`src/hdl/zxuno_pkg.sv`:
```
package zxuno_pkg;

   // ----------------------------------------------------------------------
   // Bus widths
   // ----------------------------------------------------------------------
   localparam int ADDR_W   = 16;
   localparam int DATA_W   = 8;
   localparam int RASTER_W = 9;

   // I/O ports of the register bank and the drum DAC
   localparam logic [ADDR_W-1:0] ZXUNO_ADDR_PORT = 16'hFC3B;
   localparam logic [ADDR_W-1:0] ZXUNO_DATA_PORT = 16'hFD3B;
   localparam logic [DATA_W-1:0] SPECDRUM_PORT   = 8'hDF;

   // ----------------------------------------------------------------------
   // Register numbers behind the data port
   // ----------------------------------------------------------------------
   localparam logic [DATA_W-1:0] REG_COREID      = 8'hFF;
   localparam logic [DATA_W-1:0] REG_SCRATCH     = 8'hFE;
   localparam logic [DATA_W-1:0] REG_DEVOPTIONS  = 8'h0E;
   localparam logic [DATA_W-1:0] REG_SCANDBLCTRL = 8'h0B;
   localparam logic [DATA_W-1:0] REG_RASTERLINE  = 8'h0C;
   localparam logic [DATA_W-1:0] REG_RASTERCTRL  = 8'h0D;

   // Identity string, first character in the top byte
   localparam int COREID_LEN = 8;
   localparam logic [COREID_LEN*DATA_W-1:0] COREID_CHARS = "ZXREGB01";

   // Undriven bus and DAC midpoint
   localparam logic [DATA_W-1:0] IDLE_BUS       = 8'hFF;
   localparam logic [DATA_W-1:0] SPECDRUM_RESET = 8'h80;

   localparam int DEVOPT_SPECDRUM_BIT = 7;

   // Who owns the CPU data bus during a read
   typedef enum logic [2:0] {
      SRC_NONE,
      SRC_ADDR,
      SRC_COREID,
      SRC_OPTIONS,
      SRC_RASTER,
      SRC_SCANDBL
   } rd_source_t;

endpackage

```
`src/hdl/coreid.sv`:
```
`timescale 1ns/1ps

module coreid (
   input  logic                          clk,
   input  logic                          rst,
   input  logic [zxuno_pkg::DATA_W-1:0]  zxuno_addr,
   input  logic                          zxuno_regrd,
   input  logic                          regaddr_changed,
   input  logic                          data_rd,
   output logic [zxuno_pkg::DATA_W-1:0]  dout,
   output logic                          oe
);

   // One extra position for the terminating zero byte
   localparam int PTR_W = $clog2(zxuno_pkg::COREID_LEN + 1);

   logic [PTR_W-1:0] ptr;
   logic             sel;

   assign sel = (zxuno_addr == zxuno_pkg::REG_COREID);
   assign oe  = data_rd && sel;

   always_ff @(posedge clk) begin
      if (rst) begin
         ptr <= '0;
      end else if (regaddr_changed) begin
         ptr <= '0;
      end else if (zxuno_regrd && sel) begin
         if (ptr == PTR_W'(zxuno_pkg::COREID_LEN))
            ptr <= '0;
         else
            ptr <= ptr + 1'b1;
      end
   end

   // First character sits in the top byte of the string
   always_comb begin
      if (ptr < PTR_W'(zxuno_pkg::COREID_LEN))
         dout = zxuno_pkg::COREID_CHARS[
            (zxuno_pkg::COREID_LEN - 1 - int'(ptr)) * zxuno_pkg::DATA_W +: zxuno_pkg::DATA_W];
      else
         dout = '0;
   end

endmodule

```
`src/hdl/option_regs.sv`:
```
`timescale 1ns/1ps

module option_regs (
   input  logic                          clk,
   input  logic                          rst,
   input  logic [zxuno_pkg::DATA_W-1:0]  zxuno_addr,
   input  logic                          zxuno_regwr,
   input  logic                          data_rd,
   input  logic [zxuno_pkg::DATA_W-1:0]  din,
   output logic [zxuno_pkg::DATA_W-1:0]  dout,
   output logic                          oe,
   output logic                          disable_specdrum
);

   logic [zxuno_pkg::DATA_W-1:0] scratch;
   logic [zxuno_pkg::DATA_W-1:0] devoptions;
   logic                         sel_scratch;
   logic                         sel_devopt;

   assign sel_scratch = (zxuno_addr == zxuno_pkg::REG_SCRATCH);
   assign sel_devopt  = (zxuno_addr == zxuno_pkg::REG_DEVOPTIONS);

   always_ff @(posedge clk) begin
      if (rst) begin
         scratch    <= '0;
         devoptions <= '0;
      end else if (zxuno_regwr) begin
         if (sel_scratch)
            scratch <= din;
         if (sel_devopt)
            devoptions <= din;
      end
   end

   // Only the drum bit acts on anything here
   assign disable_specdrum = devoptions[zxuno_pkg::DEVOPT_SPECDRUM_BIT];

   // Readback
   assign oe   = data_rd && (sel_scratch || sel_devopt);
   assign dout = sel_scratch ? scratch : devoptions;

endmodule

```
`src/hdl/rasterint_ctrl.sv`:
```
`timescale 1ns/1ps

module rasterint_ctrl (
   input  logic                            clk,
   input  logic                            rst,
   input  logic [zxuno_pkg::DATA_W-1:0]    zxuno_addr,
   input  logic                            zxuno_regwr,
   input  logic                            data_rd,
   input  logic [zxuno_pkg::DATA_W-1:0]    din,
   input  logic                            raster_int_in_progress,
   output logic [zxuno_pkg::DATA_W-1:0]    dout,
   output logic                            oe,
   output logic [zxuno_pkg::RASTER_W-1:0]  raster_line,
   output logic                            rasterint_enable,
   output logic                            vretraceint_disable
);

   logic sel_line;
   logic sel_ctrl;

   assign sel_line = (zxuno_addr == zxuno_pkg::REG_RASTERLINE);
   assign sel_ctrl = (zxuno_addr == zxuno_pkg::REG_RASTERCTRL);

   always_ff @(posedge clk) begin
      if (rst) begin
         raster_line         <= '0;
         rasterint_enable    <= 1'b0;
         vretraceint_disable <= 1'b0;
      end else if (zxuno_regwr) begin
         if (sel_line)
            raster_line[zxuno_pkg::DATA_W-1:0] <= din;
         if (sel_ctrl) begin
            // Line bit 8 lives in the control register
            raster_line[zxuno_pkg::RASTER_W-1] <= din[0];
            rasterint_enable                   <= din[1];
            vretraceint_disable                <= din[2];
         end
      end
   end

   assign oe = data_rd && (sel_line || sel_ctrl);

   always_comb begin
      if (sel_line)
         dout = raster_line[zxuno_pkg::DATA_W-1:0];
      else
         dout = {raster_int_in_progress, 4'b0000, vretraceint_disable,
                 rasterint_enable, raster_line[zxuno_pkg::RASTER_W-1]};
   end

endmodule

```
`src/hdl/scandoubler_ctrl.sv`:
```
`timescale 1ns/1ps

module scandoubler_ctrl (
   input  logic                          clk,
   input  logic                          rst,
   input  logic [zxuno_pkg::DATA_W-1:0]  zxuno_addr,
   input  logic                          zxuno_regwr,
   input  logic                          data_rd,
   input  logic [zxuno_pkg::DATA_W-1:0]  din,
   input  logic                          video_output_change,
   output logic [zxuno_pkg::DATA_W-1:0]  dout,
   output logic                          oe,
   output logic                          vga_enable,
   output logic                          scanlines_enable,
   output logic [2:0]                    freq_option,
   output logic [1:0]                    turbo_enable,
   output logic                          csync_option
);

   logic [zxuno_pkg::DATA_W-1:0] ctrl;
   logic                         sel;

   assign sel = (zxuno_addr == zxuno_pkg::REG_SCANDBLCTRL);

   // CPU write takes priority over the keyboard toggle
   always_ff @(posedge clk) begin
      if (rst) begin
         ctrl <= '0;
      end else if (zxuno_regwr && sel) begin
         ctrl <= din;
      end else if (video_output_change) begin
         ctrl[0] <= ~ctrl[0];
      end
   end

   // Field layout of register 0B
   assign vga_enable       = ctrl[0];
   assign scanlines_enable = ctrl[1];
   assign freq_option      = ctrl[4:2];
   assign csync_option     = ctrl[5];
   assign turbo_enable     = ctrl[7:6];

   assign oe   = data_rd && sel;
   assign dout = ctrl;

endmodule

```
`src/hdl/specdrum.sv`:
```
`timescale 1ns/1ps

module specdrum (
   input  logic                          clk,
   input  logic                          rst,
   input  logic [zxuno_pkg::ADDR_W-1:0]  a,
   input  logic                          iorq_n,
   input  logic                          wr_n,
   input  logic [zxuno_pkg::DATA_W-1:0]  din,
   input  logic                          disable_specdrum,
   output logic [zxuno_pkg::DATA_W-1:0]  specdrum_audio
);

   logic port_wr;
   logic port_wr_q;

   // Partial decode, only the low address byte matters
   assign port_wr = !iorq_n && !wr_n && (a[7:0] == zxuno_pkg::SPECDRUM_PORT);

   always_ff @(posedge clk) begin
      if (rst) begin
         port_wr_q      <= 1'b0;
         specdrum_audio <= zxuno_pkg::SPECDRUM_RESET;
      end else begin
         port_wr_q <= port_wr;
         if (port_wr && !port_wr_q && !disable_specdrum)
            specdrum_audio <= din;
      end
   end

endmodule

```
`src/hdl/zxuno_bus_ctrl.sv`:
```
`timescale 1ns/1ps

module zxuno_bus_ctrl (
   input  logic                          clk,
   input  logic                          rst,
   input  logic [zxuno_pkg::ADDR_W-1:0]  a,
   input  logic                          iorq_n,
   input  logic                          rd_n,
   input  logic                          wr_n,
   input  logic [zxuno_pkg::DATA_W-1:0]  din,
   input  logic                          coreid_oe,
   input  logic [zxuno_pkg::DATA_W-1:0]  coreid_dout,
   input  logic                          options_oe,
   input  logic [zxuno_pkg::DATA_W-1:0]  options_dout,
   input  logic                          raster_oe,
   input  logic [zxuno_pkg::DATA_W-1:0]  raster_dout,
   input  logic                          scandbl_oe,
   input  logic [zxuno_pkg::DATA_W-1:0]  scandbl_dout,
   output logic [zxuno_pkg::DATA_W-1:0]  dout,
   output logic [zxuno_pkg::DATA_W-1:0]  zxuno_addr,
   output logic                          zxuno_regrd,
   output logic                          zxuno_regwr,
   output logic                          regaddr_changed,
   output logic                          data_rd
);

   logic addr_sel;
   logic data_sel;
   logic addr_wr;
   logic addr_rd;
   logic data_wr;
   logic addr_wr_q;
   logic data_wr_q;
   logic data_rd_q;
   zxuno_pkg::rd_source_t rd_src;

   // ----------------------------------------------------------------------
   // Port decode
   // ----------------------------------------------------------------------
   assign addr_sel = !iorq_n && (a == zxuno_pkg::ZXUNO_ADDR_PORT);
   assign data_sel = !iorq_n && (a == zxuno_pkg::ZXUNO_DATA_PORT);

   assign addr_wr = addr_sel && !wr_n;
   assign addr_rd = addr_sel && !rd_n;
   assign data_wr = data_sel && !wr_n;
   assign data_rd = data_sel && !rd_n;

   // Previous cycle's access, for edge detection
   always_ff @(posedge clk) begin
      if (rst) begin
         addr_wr_q <= 1'b0;
         data_wr_q <= 1'b0;
         data_rd_q <= 1'b0;
      end else begin
         addr_wr_q <= addr_wr;
         data_wr_q <= data_wr;
         data_rd_q <= data_rd;
      end
   end

   // Writes strobe on their first cycle, reads once they are over
   assign regaddr_changed = addr_wr && !addr_wr_q;
   assign zxuno_regwr     = data_wr && !data_wr_q;
   assign zxuno_regrd     = data_rd_q && !data_rd;

   // Register number, loaded once per write to FC3B
   always_ff @(posedge clk) begin
      if (rst) begin
         zxuno_addr <= '0;
      end else if (regaddr_changed) begin
         zxuno_addr <= din;
      end
   end

   // ----------------------------------------------------------------------
   // Read data toward the CPU
   // ----------------------------------------------------------------------
   // Register number readback comes first
   always_comb begin
      if (addr_rd)
         rd_src = zxuno_pkg::SRC_ADDR;
      else if (coreid_oe)
         rd_src = zxuno_pkg::SRC_COREID;
      else if (options_oe)
         rd_src = zxuno_pkg::SRC_OPTIONS;
      else if (raster_oe)
         rd_src = zxuno_pkg::SRC_RASTER;
      else if (scandbl_oe)
         rd_src = zxuno_pkg::SRC_SCANDBL;
      else
         rd_src = zxuno_pkg::SRC_NONE;
   end

   always_comb begin
      case (rd_src)
         zxuno_pkg::SRC_ADDR:    dout = zxuno_addr;
         zxuno_pkg::SRC_COREID:  dout = coreid_dout;
         zxuno_pkg::SRC_OPTIONS: dout = options_dout;
         zxuno_pkg::SRC_RASTER:  dout = raster_dout;
         zxuno_pkg::SRC_SCANDBL: dout = scandbl_dout;
         default:                dout = zxuno_pkg::IDLE_BUS;
      endcase
   end

endmodule

```
`src/hdl/zxuno_regbank.sv`:
```
`timescale 1ns/1ps

module zxuno_regbank (
   input  logic                            cpuclkplain,
   input  logic                            rst,
   input  logic [zxuno_pkg::ADDR_W-1:0]    a,
   input  logic                            iorq_n,
   input  logic                            rd_n,
   input  logic                            wr_n,
   input  logic [zxuno_pkg::DATA_W-1:0]    din,
   input  logic                            video_output_change,
   input  logic                            raster_int_in_progress,
   output logic [zxuno_pkg::DATA_W-1:0]    dout,
   output logic                            vga_enable,
   output logic                            scanlines_enable,
   output logic [2:0]                      freq_option,
   output logic [1:0]                      turbo_enable,
   output logic                            csync_option,
   output logic                            rasterint_enable,
   output logic                            vretraceint_disable,
   output logic [zxuno_pkg::RASTER_W-1:0]  raster_line,
   output logic [zxuno_pkg::DATA_W-1:0]    specdrum_audio
);

   // ----------------------------------------------------------------------
   // Register bus between the controller and the units
   // ----------------------------------------------------------------------
   logic [zxuno_pkg::DATA_W-1:0] zxuno_addr;
   logic                         zxuno_regrd;
   logic                         zxuno_regwr;
   logic                         regaddr_changed;
   logic                         data_rd;

   logic                         coreid_oe;
   logic [zxuno_pkg::DATA_W-1:0] coreid_dout;
   logic                         options_oe;
   logic [zxuno_pkg::DATA_W-1:0] options_dout;
   logic                         raster_oe;
   logic [zxuno_pkg::DATA_W-1:0] raster_dout;
   logic                         scandbl_oe;
   logic [zxuno_pkg::DATA_W-1:0] scandbl_dout;
   logic                         disable_specdrum;

   zxuno_bus_ctrl u_bus_ctrl (
      .clk             (cpuclkplain),
      .rst             (rst),
      .a               (a),
      .iorq_n          (iorq_n),
      .rd_n            (rd_n),
      .wr_n            (wr_n),
      .din             (din),
      .coreid_oe       (coreid_oe),
      .coreid_dout     (coreid_dout),
      .options_oe      (options_oe),
      .options_dout    (options_dout),
      .raster_oe       (raster_oe),
      .raster_dout     (raster_dout),
      .scandbl_oe      (scandbl_oe),
      .scandbl_dout    (scandbl_dout),
      .dout            (dout),
      .zxuno_addr      (zxuno_addr),
      .zxuno_regrd     (zxuno_regrd),
      .zxuno_regwr     (zxuno_regwr),
      .regaddr_changed (regaddr_changed),
      .data_rd         (data_rd)
   );

   coreid u_coreid (
      .clk             (cpuclkplain),
      .rst             (rst),
      .zxuno_addr      (zxuno_addr),
      .zxuno_regrd     (zxuno_regrd),
      .regaddr_changed (regaddr_changed),
      .data_rd         (data_rd),
      .dout            (coreid_dout),
      .oe              (coreid_oe)
   );

   option_regs u_option_regs (
      .clk              (cpuclkplain),
      .rst              (rst),
      .zxuno_addr       (zxuno_addr),
      .zxuno_regwr      (zxuno_regwr),
      .data_rd          (data_rd),
      .din              (din),
      .dout             (options_dout),
      .oe               (options_oe),
      .disable_specdrum (disable_specdrum)
   );

   rasterint_ctrl u_rasterint_ctrl (
      .clk                    (cpuclkplain),
      .rst                    (rst),
      .zxuno_addr             (zxuno_addr),
      .zxuno_regwr            (zxuno_regwr),
      .data_rd                (data_rd),
      .din                    (din),
      .raster_int_in_progress (raster_int_in_progress),
      .dout                   (raster_dout),
      .oe                     (raster_oe),
      .raster_line            (raster_line),
      .rasterint_enable       (rasterint_enable),
      .vretraceint_disable    (vretraceint_disable)
   );

   scandoubler_ctrl u_scandoubler_ctrl (
      .clk                 (cpuclkplain),
      .rst                 (rst),
      .zxuno_addr          (zxuno_addr),
      .zxuno_regwr         (zxuno_regwr),
      .data_rd             (data_rd),
      .din                 (din),
      .video_output_change (video_output_change),
      .dout                (scandbl_dout),
      .oe                  (scandbl_oe),
      .vga_enable          (vga_enable),
      .scanlines_enable    (scanlines_enable),
      .freq_option         (freq_option),
      .turbo_enable        (turbo_enable),
      .csync_option        (csync_option)
   );

   // Drum DAC sits directly on the I/O bus
   specdrum u_specdrum (
      .clk              (cpuclkplain),
      .rst              (rst),
      .a                (a),
      .iorq_n           (iorq_n),
      .wr_n             (wr_n),
      .din              (din),
      .disable_specdrum (disable_specdrum),
      .specdrum_audio   (specdrum_audio)
   );

endmodule

```
`config.mk`:
```
export PLATFORM = sky130hd
export DESIGN_NAME = zxuno_regbank
export DESIGN_NICKNAME = d
export VERILOG_FILES = /design/src/hdl/zxuno_pkg.sv /design/src/hdl/coreid.sv /design/src/hdl/option_regs.sv /design/src/hdl/rasterint_ctrl.sv /design/src/hdl/scandoubler_ctrl.sv /design/src/hdl/specdrum.sv /design/src/hdl/zxuno_bus_ctrl.sv /design/src/hdl/zxuno_regbank.sv
export SDC_FILE = /design/constraint.sdc
export NUM_CORES = 1
export LEC_CHECK = 0
export BUFFER_PORTS_ARGS = -buffer_cell sky130_fd_sc_hd__buf_2
export CELL_PAD_IN_SITES_DETAIL_PLACEMENT = 1
export CELL_PAD_IN_SITES_GLOBAL_PLACEMENT = 1
export CORE_ASPECT_RATIO = 1.75
export CORE_MARGIN = 3
export CORE_UTILIZATION = 37
export CTS_BUF_LIST = sky130_fd_sc_hd__clkbuf_8
export CTS_CLUSTER_SIZE = 8
export DETAILED_ROUTE_END_ITERATION = 12
export PLACE_DENSITY = 0.79
export RECOVER_POWER = 100
export SLEW_MARGIN = 10
export SYNTH_ARGS = -nofsm -noshare
export SYNTH_HDL_FRONTEND = slang
export SYNTH_SLANG_ARGS = --single-unit
```
`constraint.sdc`:
```
create_clock -name cpuclkplain -period 2.2 [get_ports cpuclkplain]
set_clock_uncertainty 0.15 [all_clocks]
set_input_delay 0.11 -clock cpuclkplain [delete_from_list [all_inputs] [get_ports cpuclkplain]]
set_output_delay 0.11 -clock cpuclkplain [all_outputs]
set_load 0.03 [all_outputs]
```
### Word level (Yosys, flattened, before mapping)

Cells that the tools add are included.

| cells by class | value |
|---|---|
| $add $sub $neg | 2 |
| order comparisons | 1 |
| equality and inequality tests | 15 |
| shifts and indexed selects | 1 |
| multiplexer cells | 12 |
| bitwise operators | 1 |
| reductions and logical operators | 35 |

Operators with widths:

| kind | number |
|---|---|
| indexed part select 64 x 32 -> 8 bit (first input constant) | 1 |
| case mux 8 bit (5 select lines) | 1 |
| equality test 16 bit (second input constant) | 2 |
| equality test 8 x 4 -> 1 bit (second input constant) | 4 |
| equality test 8 bit (second input constant) | 3 |
| two-way mux 8 bit | 3 |
| logical AND 1 bit | 19 |
| two-way mux 3 bit | 5 |
| zero test 1 bit | 8 |
| AND reduction 2 bit | 4 |
| equality test 3 x 2 -> 1 bit (second input constant) | 2 |
| equality test 3 bit (second input constant) | 2 |
| subtractor 3 x 4 -> 5 bit (first input constant) | 1 |
| adder 4 x 1 -> 4 bit (second input constant) | 1 |
| equality test 4 bit (second input constant) | 1 |
| < comparator 4 bit (second input constant) | 1 |
| two-way mux 4 bit | 1 |
| equality test 3 x 1 -> 1 bit (second input constant) | 1 |
| logical OR 1 bit | 2 |
| two-way mux 1 bit | 2 |
| nonzero test 2 bit | 1 |
| OR reduction 2 bit | 1 |
| NOT 1 bit | 1 |

| storage, ports and cells | value |
|---|---|
| bits in registers | 59 |
| input port bits | 31 |
| output and inout port bits | 35 |

### Depth between registers and ports, before layout

| depth | value |
|---|---|
| depth after elaboration | 11 |
| mapped depth | 8 |

### Modules after synthesis

Synthesis repeated with hierarchy kept, for this count alone.

| unflattened totals | value |
|---|---|
| cell total of the unflattened synthesis | 404 |
| area, all modules | 3777.4 µm² |

By module, submodules not included:

| module | instances | cells an instance | area each (µm²) |
|---|---|---|---|
| option_regs | 1 | 92 | 927.1 |
| zxuno_bus_ctrl | 1 | 113 | 885.8 |
| rasterint_ctrl | 1 | 61 | 608.1 |
| scandoubler_ctrl | 1 | 48 | 486.7 |
| specdrum | 1 | 41 | 466.7 |
| coreid | 1 | 49 | 402.9 |

### Worst setup path before layout

No wires, ideal clock.

| path | value |
|---|---|
| kind | register to output |
| start point | reg u_bus_ctrl.zxuno_addr[7] in the netlist's numbering |
| end point | out dout[7] in the netlist's numbering |
| arrival | 2.277 ns |
| required time | 1.940 ns |
| path slack | -0.337 ns |
| stages on the path, launching flop included | 7 |
| path buffers | 1 |
| cells stage by stage | dfxtp_1 -> or4_4 -> buf_6 -> nor4_4 -> mux2i_1 -> nor4_1 -> or4_1 |

| between the ends | value |
|---|---|
| word-level cells in the longest chain between the ends | 9 |
| elaborated cells between the ends (all ways) | 25 |
| those cells by class | 11 x eq/ne; 8 x mux; 6 x reduce/logical |

RTL lines:

| element | RTL line | RTL |
|---|---|---|
| start, declared | zxuno_bus_ctrl.sv:20 | `output logic [zxuno_pkg::DATA_W-1:0] zxuno_addr,` |
| start signal, assigned | zxuno_bus_ctrl.sv:71 | `zxuno_addr <= din;` |
| equality test 8 x 4 -> 1 bit (on tied branches) | scandoubler_ctrl.sv:23, rasterint_ctrl.sv:21, rasterint_ctrl.sv:22 |  |
| logical AND 1 bit / logical OR 1 bit (equally long branches) | scandoubler_ctrl.sv:43, rasterint_ctrl.sv:41 |  |
| two-way mux 3 bit / logical AND 1 bit (equally long branches) | zxuno_bus_ctrl.sv:88, rasterint_ctrl.sv:41 |  |
| two-way mux 3 bit | zxuno_bus_ctrl.sv:86 | `else if (raster_oe)` |
| two-way mux 3 bit | zxuno_bus_ctrl.sv:84 | `else if (options_oe)` |
| two-way mux 3 bit | zxuno_bus_ctrl.sv:82 | `else if (coreid_oe)` |
| two-way mux 3 bit | zxuno_bus_ctrl.sv:80 | `if (addr_rd)` |
| equality test 3 bit (tied with other cells) | zxuno_bus_ctrl.sv:95 | `case (rd_src)` |
| case mux 8 bit (5 select lines) (*) | zxuno_bus_ctrl.sv:95 |  |
| end, declared | zxuno_regbank.sv:13 | `output logic [zxuno_pkg::DATA_W-1:0] dout,` |

Mark *: on every way between the ends. The rest lies on a longest branch, timed or not.

### Worst setup path in the final report

Same ends and word-level chain as after synthesis.

==> impl_results.md <==
* Outcome: finished with violations
* Failing checks: negative setup slack
* Critical path type: flip-flop to output pin
* Post-Syn Area per Cell at 8.53 sq um
* Final core utilization at 56.6%
* RSZ-0062 raised after global routing: yes
* Vias per cell at 5.81
* Drt total wl at 12.5 mm
* Setup crit start kind: flip-flop
* Chip Height at 125 um
* Dpl hpwl at 8.51 mm
* DR iter-0 viols at 145
* Final worst setup slack at -0.595 ns
* Core area at 0.00767 sq mm
* Most frequent cells in the layout: dfxtp_1 (55), buf_4 (52), nor2_1 (48)
* FFs w/ async S/R, synth at 0%
* Number of global-route vias before repair at 3555
* Final slew viol count at 0
* CTS Root Cell: clkbuf_8
* Starting Density at 38.8%
* I/O Buffers at 65
* Gr ovfl total at 0
* Crit-path max FO at 5
* CTS tree: done
* I/O pin count at 66
* Minimum clock period at 2.80 ns
* Syn nets at 382
* CP max stage cell: or4_4
* Cell area after synthesis at 0.00298 sq mm
* Primary FF master, synth: dfxtp_1
* Ys Warns at 0
* Post-synthesis register bit count at 59
* Placer congestion estimate at 0.934
* Layout Area Growth over Synthesis at 46.0%
* Total track usage at 26.9%
* Global-route wire length before repair at 18.9 mm
* Cell taking the most area after synthesis: dfxtp_1
* H-tree Lvls at 3
* Clk_lat worst skew at 0.36 ns
* Crit path buf inv count at 1
* Clk sink count at 59
* Pleak at 1.67 nW
* Final Cycle Share at 127%
* 1st-pass router iterations at 4
* Final setup fails at 24
* Nets@finish at 512
* Post-Synthesis Cells at 349
* Hold Path Class: input pin to flip-flop
* Worst slew pin tran at 0.720 ns
* Layout cells sized above 1 at 32.4%
* DR vias at 3324
* CTS buffer count at 9
* Setup slack at placement at -0.235 ns
* Initial antenna violation count at 0
* Clock-pin slew on the worst setup and hold paths at 0.07 ns
* DRC viols at 0
* Commonest non-fill, non-tap cell in the layout: dfxtp_1
* Detail Route Antenna Nets at 0
* Final Hold Slack at 0.0235 ns
* Synth top area share at 39.7%
* Die Footprint at 0.00920 sq mm
* Fin cells at 572
* Crit path capture type: output pin
* Final hold violation count at 0
* Synth top area cells: dfxtp_1 (40%), mux2i_1 (15%), nor2_1 (6.2%)
* Gate family responsible for the most delay along the worst path: simple AND/OR/NAND/NOR gates
* Max-cap violations at 0
* Buffer depth of the longest clock path at 2
* Fill count at 937
* VDD IR-drop max at 0.000477 V
* Slew Limit Headroom at 52.0%
* Required @ worst endpoint at 1.94 ns
* Most used cell along the critical path: or4_4
* Drt wl/cell at 21.8 um
* Worst path arrival time at 2.54 ns
* Pin count of the biggest net entering global routing at 37
* Cells after DPL at 535
* Power per cell area at 513 mW/mm^2
* Seq/Total Area, Yosys at 39.7%
* Critical Path Max Stage Delay at 0.58 ns
* Upper clock frequency limit at 358 MHz
* Post-synth EDFFs at 0
* Chip width at 73.8 um
* Rows at 42
* Antenna diodes at 0
* Netlist cell types at 52
* Worst-path cell chain: or4_4 > nor3b_2 > a211oi_2 > a21bo_2 > or4_4 > buf_6
==> area by class of cell <==
type	instances	area, sq um	area share [%]
sequential	59	1190	27.3
tap	88	110	2.53
timing repair buffer	139	933	21.5
clock inverter	5	53.8	1.24
multi-input combinational	263	1880	43.3
inverter	7	26.3	0.605
clock buffer	11	151	3.49
==> cells by family (layout without fill, tap and decap cells) <==
kind of cell / count (synthesis) / count (layout) / share of synthesized area (%)
AO/OA/AOI/OAI: 66 / 66 / 14.9
XOR/XNOR: 1 / 1 / 0.294
multiplexers: 45 / 45 / 15.1
AND/OR/NAND/NOR: 149 / 149 / 25.3
flip-flops: 59 / 59 / 39.7
buffers and inverters: 27 / 162 / 3.83
adder cells (fa/ha/maj): 2 / 2 / 0.841
==> path summary, 6_finish.rpt <==
check,from,endpoint,slack (ns),cells past startpoint
setup / recovery,u_bus_ctrl.zxuno_addr[7],dout[7],-0.60,6
hold / removal,rst,u_rasterint_ctrl.raster_line[3],0.02,2
setup reg to reg,u_bus_ctrl.zxuno_addr[7],u_rasterint_ctrl.raster_line[4],-0.30,9
hold reg to reg,u_option_regs.scratch[4],u_option_regs.scratch[4],0.30,2
==> per-stage QoR <==
stage / power (mW) / cell area (sq um) / setup TNS [ns]
2_1_floorplan: 1.13 / 3020 / -0.825
3_3_place_gp: 1.18 / 3790 / -1.17
3_5_place_dp: 1.19 / 3790 / -1.56
4_1_cts: 2.23 / 4250 / -4.89
5_1_grt: 2.29 / 4340 / -10.95
6_report: 2.23 / 4340 / -7.66
==> worst register-to-register path: cells and delay by family (launching register included) <==
family	cells	cell delay, ns
flops	1	0.33
mux	1	0.19
buf+inv	4	0.61
simple gates	4	1.08
==> routing by layer <==
layer | track usage [%] | vias to the layer above | wire length [um]
met3 | 4.12 | 38 | 490
met1 | 28.6 | 1657 | 4420
li1 | - | 1526 | -
met4 | 11.2 | 0 | 568
met5 | 0 | - | 0
met2 | 49.7 | 103 | 6990
==> registers in the layout (all words and copies together), names as in the netlist <==
signal / count
u_bus_ctrl.data_rd_q: 1
u_option_regs.scratch: 8
u_specdrum.port_wr_q: 1
u_rasterint_ctrl.rasterint_enable: 1
u_coreid.ptr: 4
u_bus_ctrl.data_wr_q: 1
u_rasterint_ctrl.raster_line: 9
u_specdrum.specdrum_audio: 8
u_rasterint_ctrl.vretraceint_disable: 1
u_scandoubler_ctrl.dout: 8
u_bus_ctrl.addr_wr_q: 1
u_option_regs.devoptions: 8
u_bus_ctrl.zxuno_addr: 8
==> synth_stat cells (2+ instances only) <==
library cell	count
a31oi_1	5
nor3_1	9
a211oi_1	6
mux2i_1	45
a41oi_1	2
nor3b_1	3
buf_2	4
nor2_1	49
and4_1	3
a21oi_1	26
nand2_1	46
inv_1	6
and2_1	2
o211ai_1	6
or4_1	2
nand4_1	2
and3_1	2
clkbuf_1	14
nor2b_1	3
o21ai_0	4
nor4_1	5
nor4_4	2
ha_1	2
o2111ai_1	3
dfxtp_1	59
nand3_1	8
nor4b_1	2
nor3_2	2
a221oi_1	2
a21boi_0	3
==> repair_timing <==
item | CTS | global route
endpoints found under the setup margin | 24 | 38
setup buffers | 6 | 3
hold buffers | 12 | 0
hold endpoints to repair | 42 | 0
pin swaps | 8 | 12
resized for setup | 28 | 25
==> power breakdown <==
| part | internal (mW) | leakage, nW | switching, mW |
|---|---|---|---|
| registers | 1.07 | 0.477 | 0.00237 |
| logic | 0.0435 | 1.09 | 0.0652 |
| clock network | 0.579 | 0.108 | 0.470 |
(Power assumes the default switching activity.)
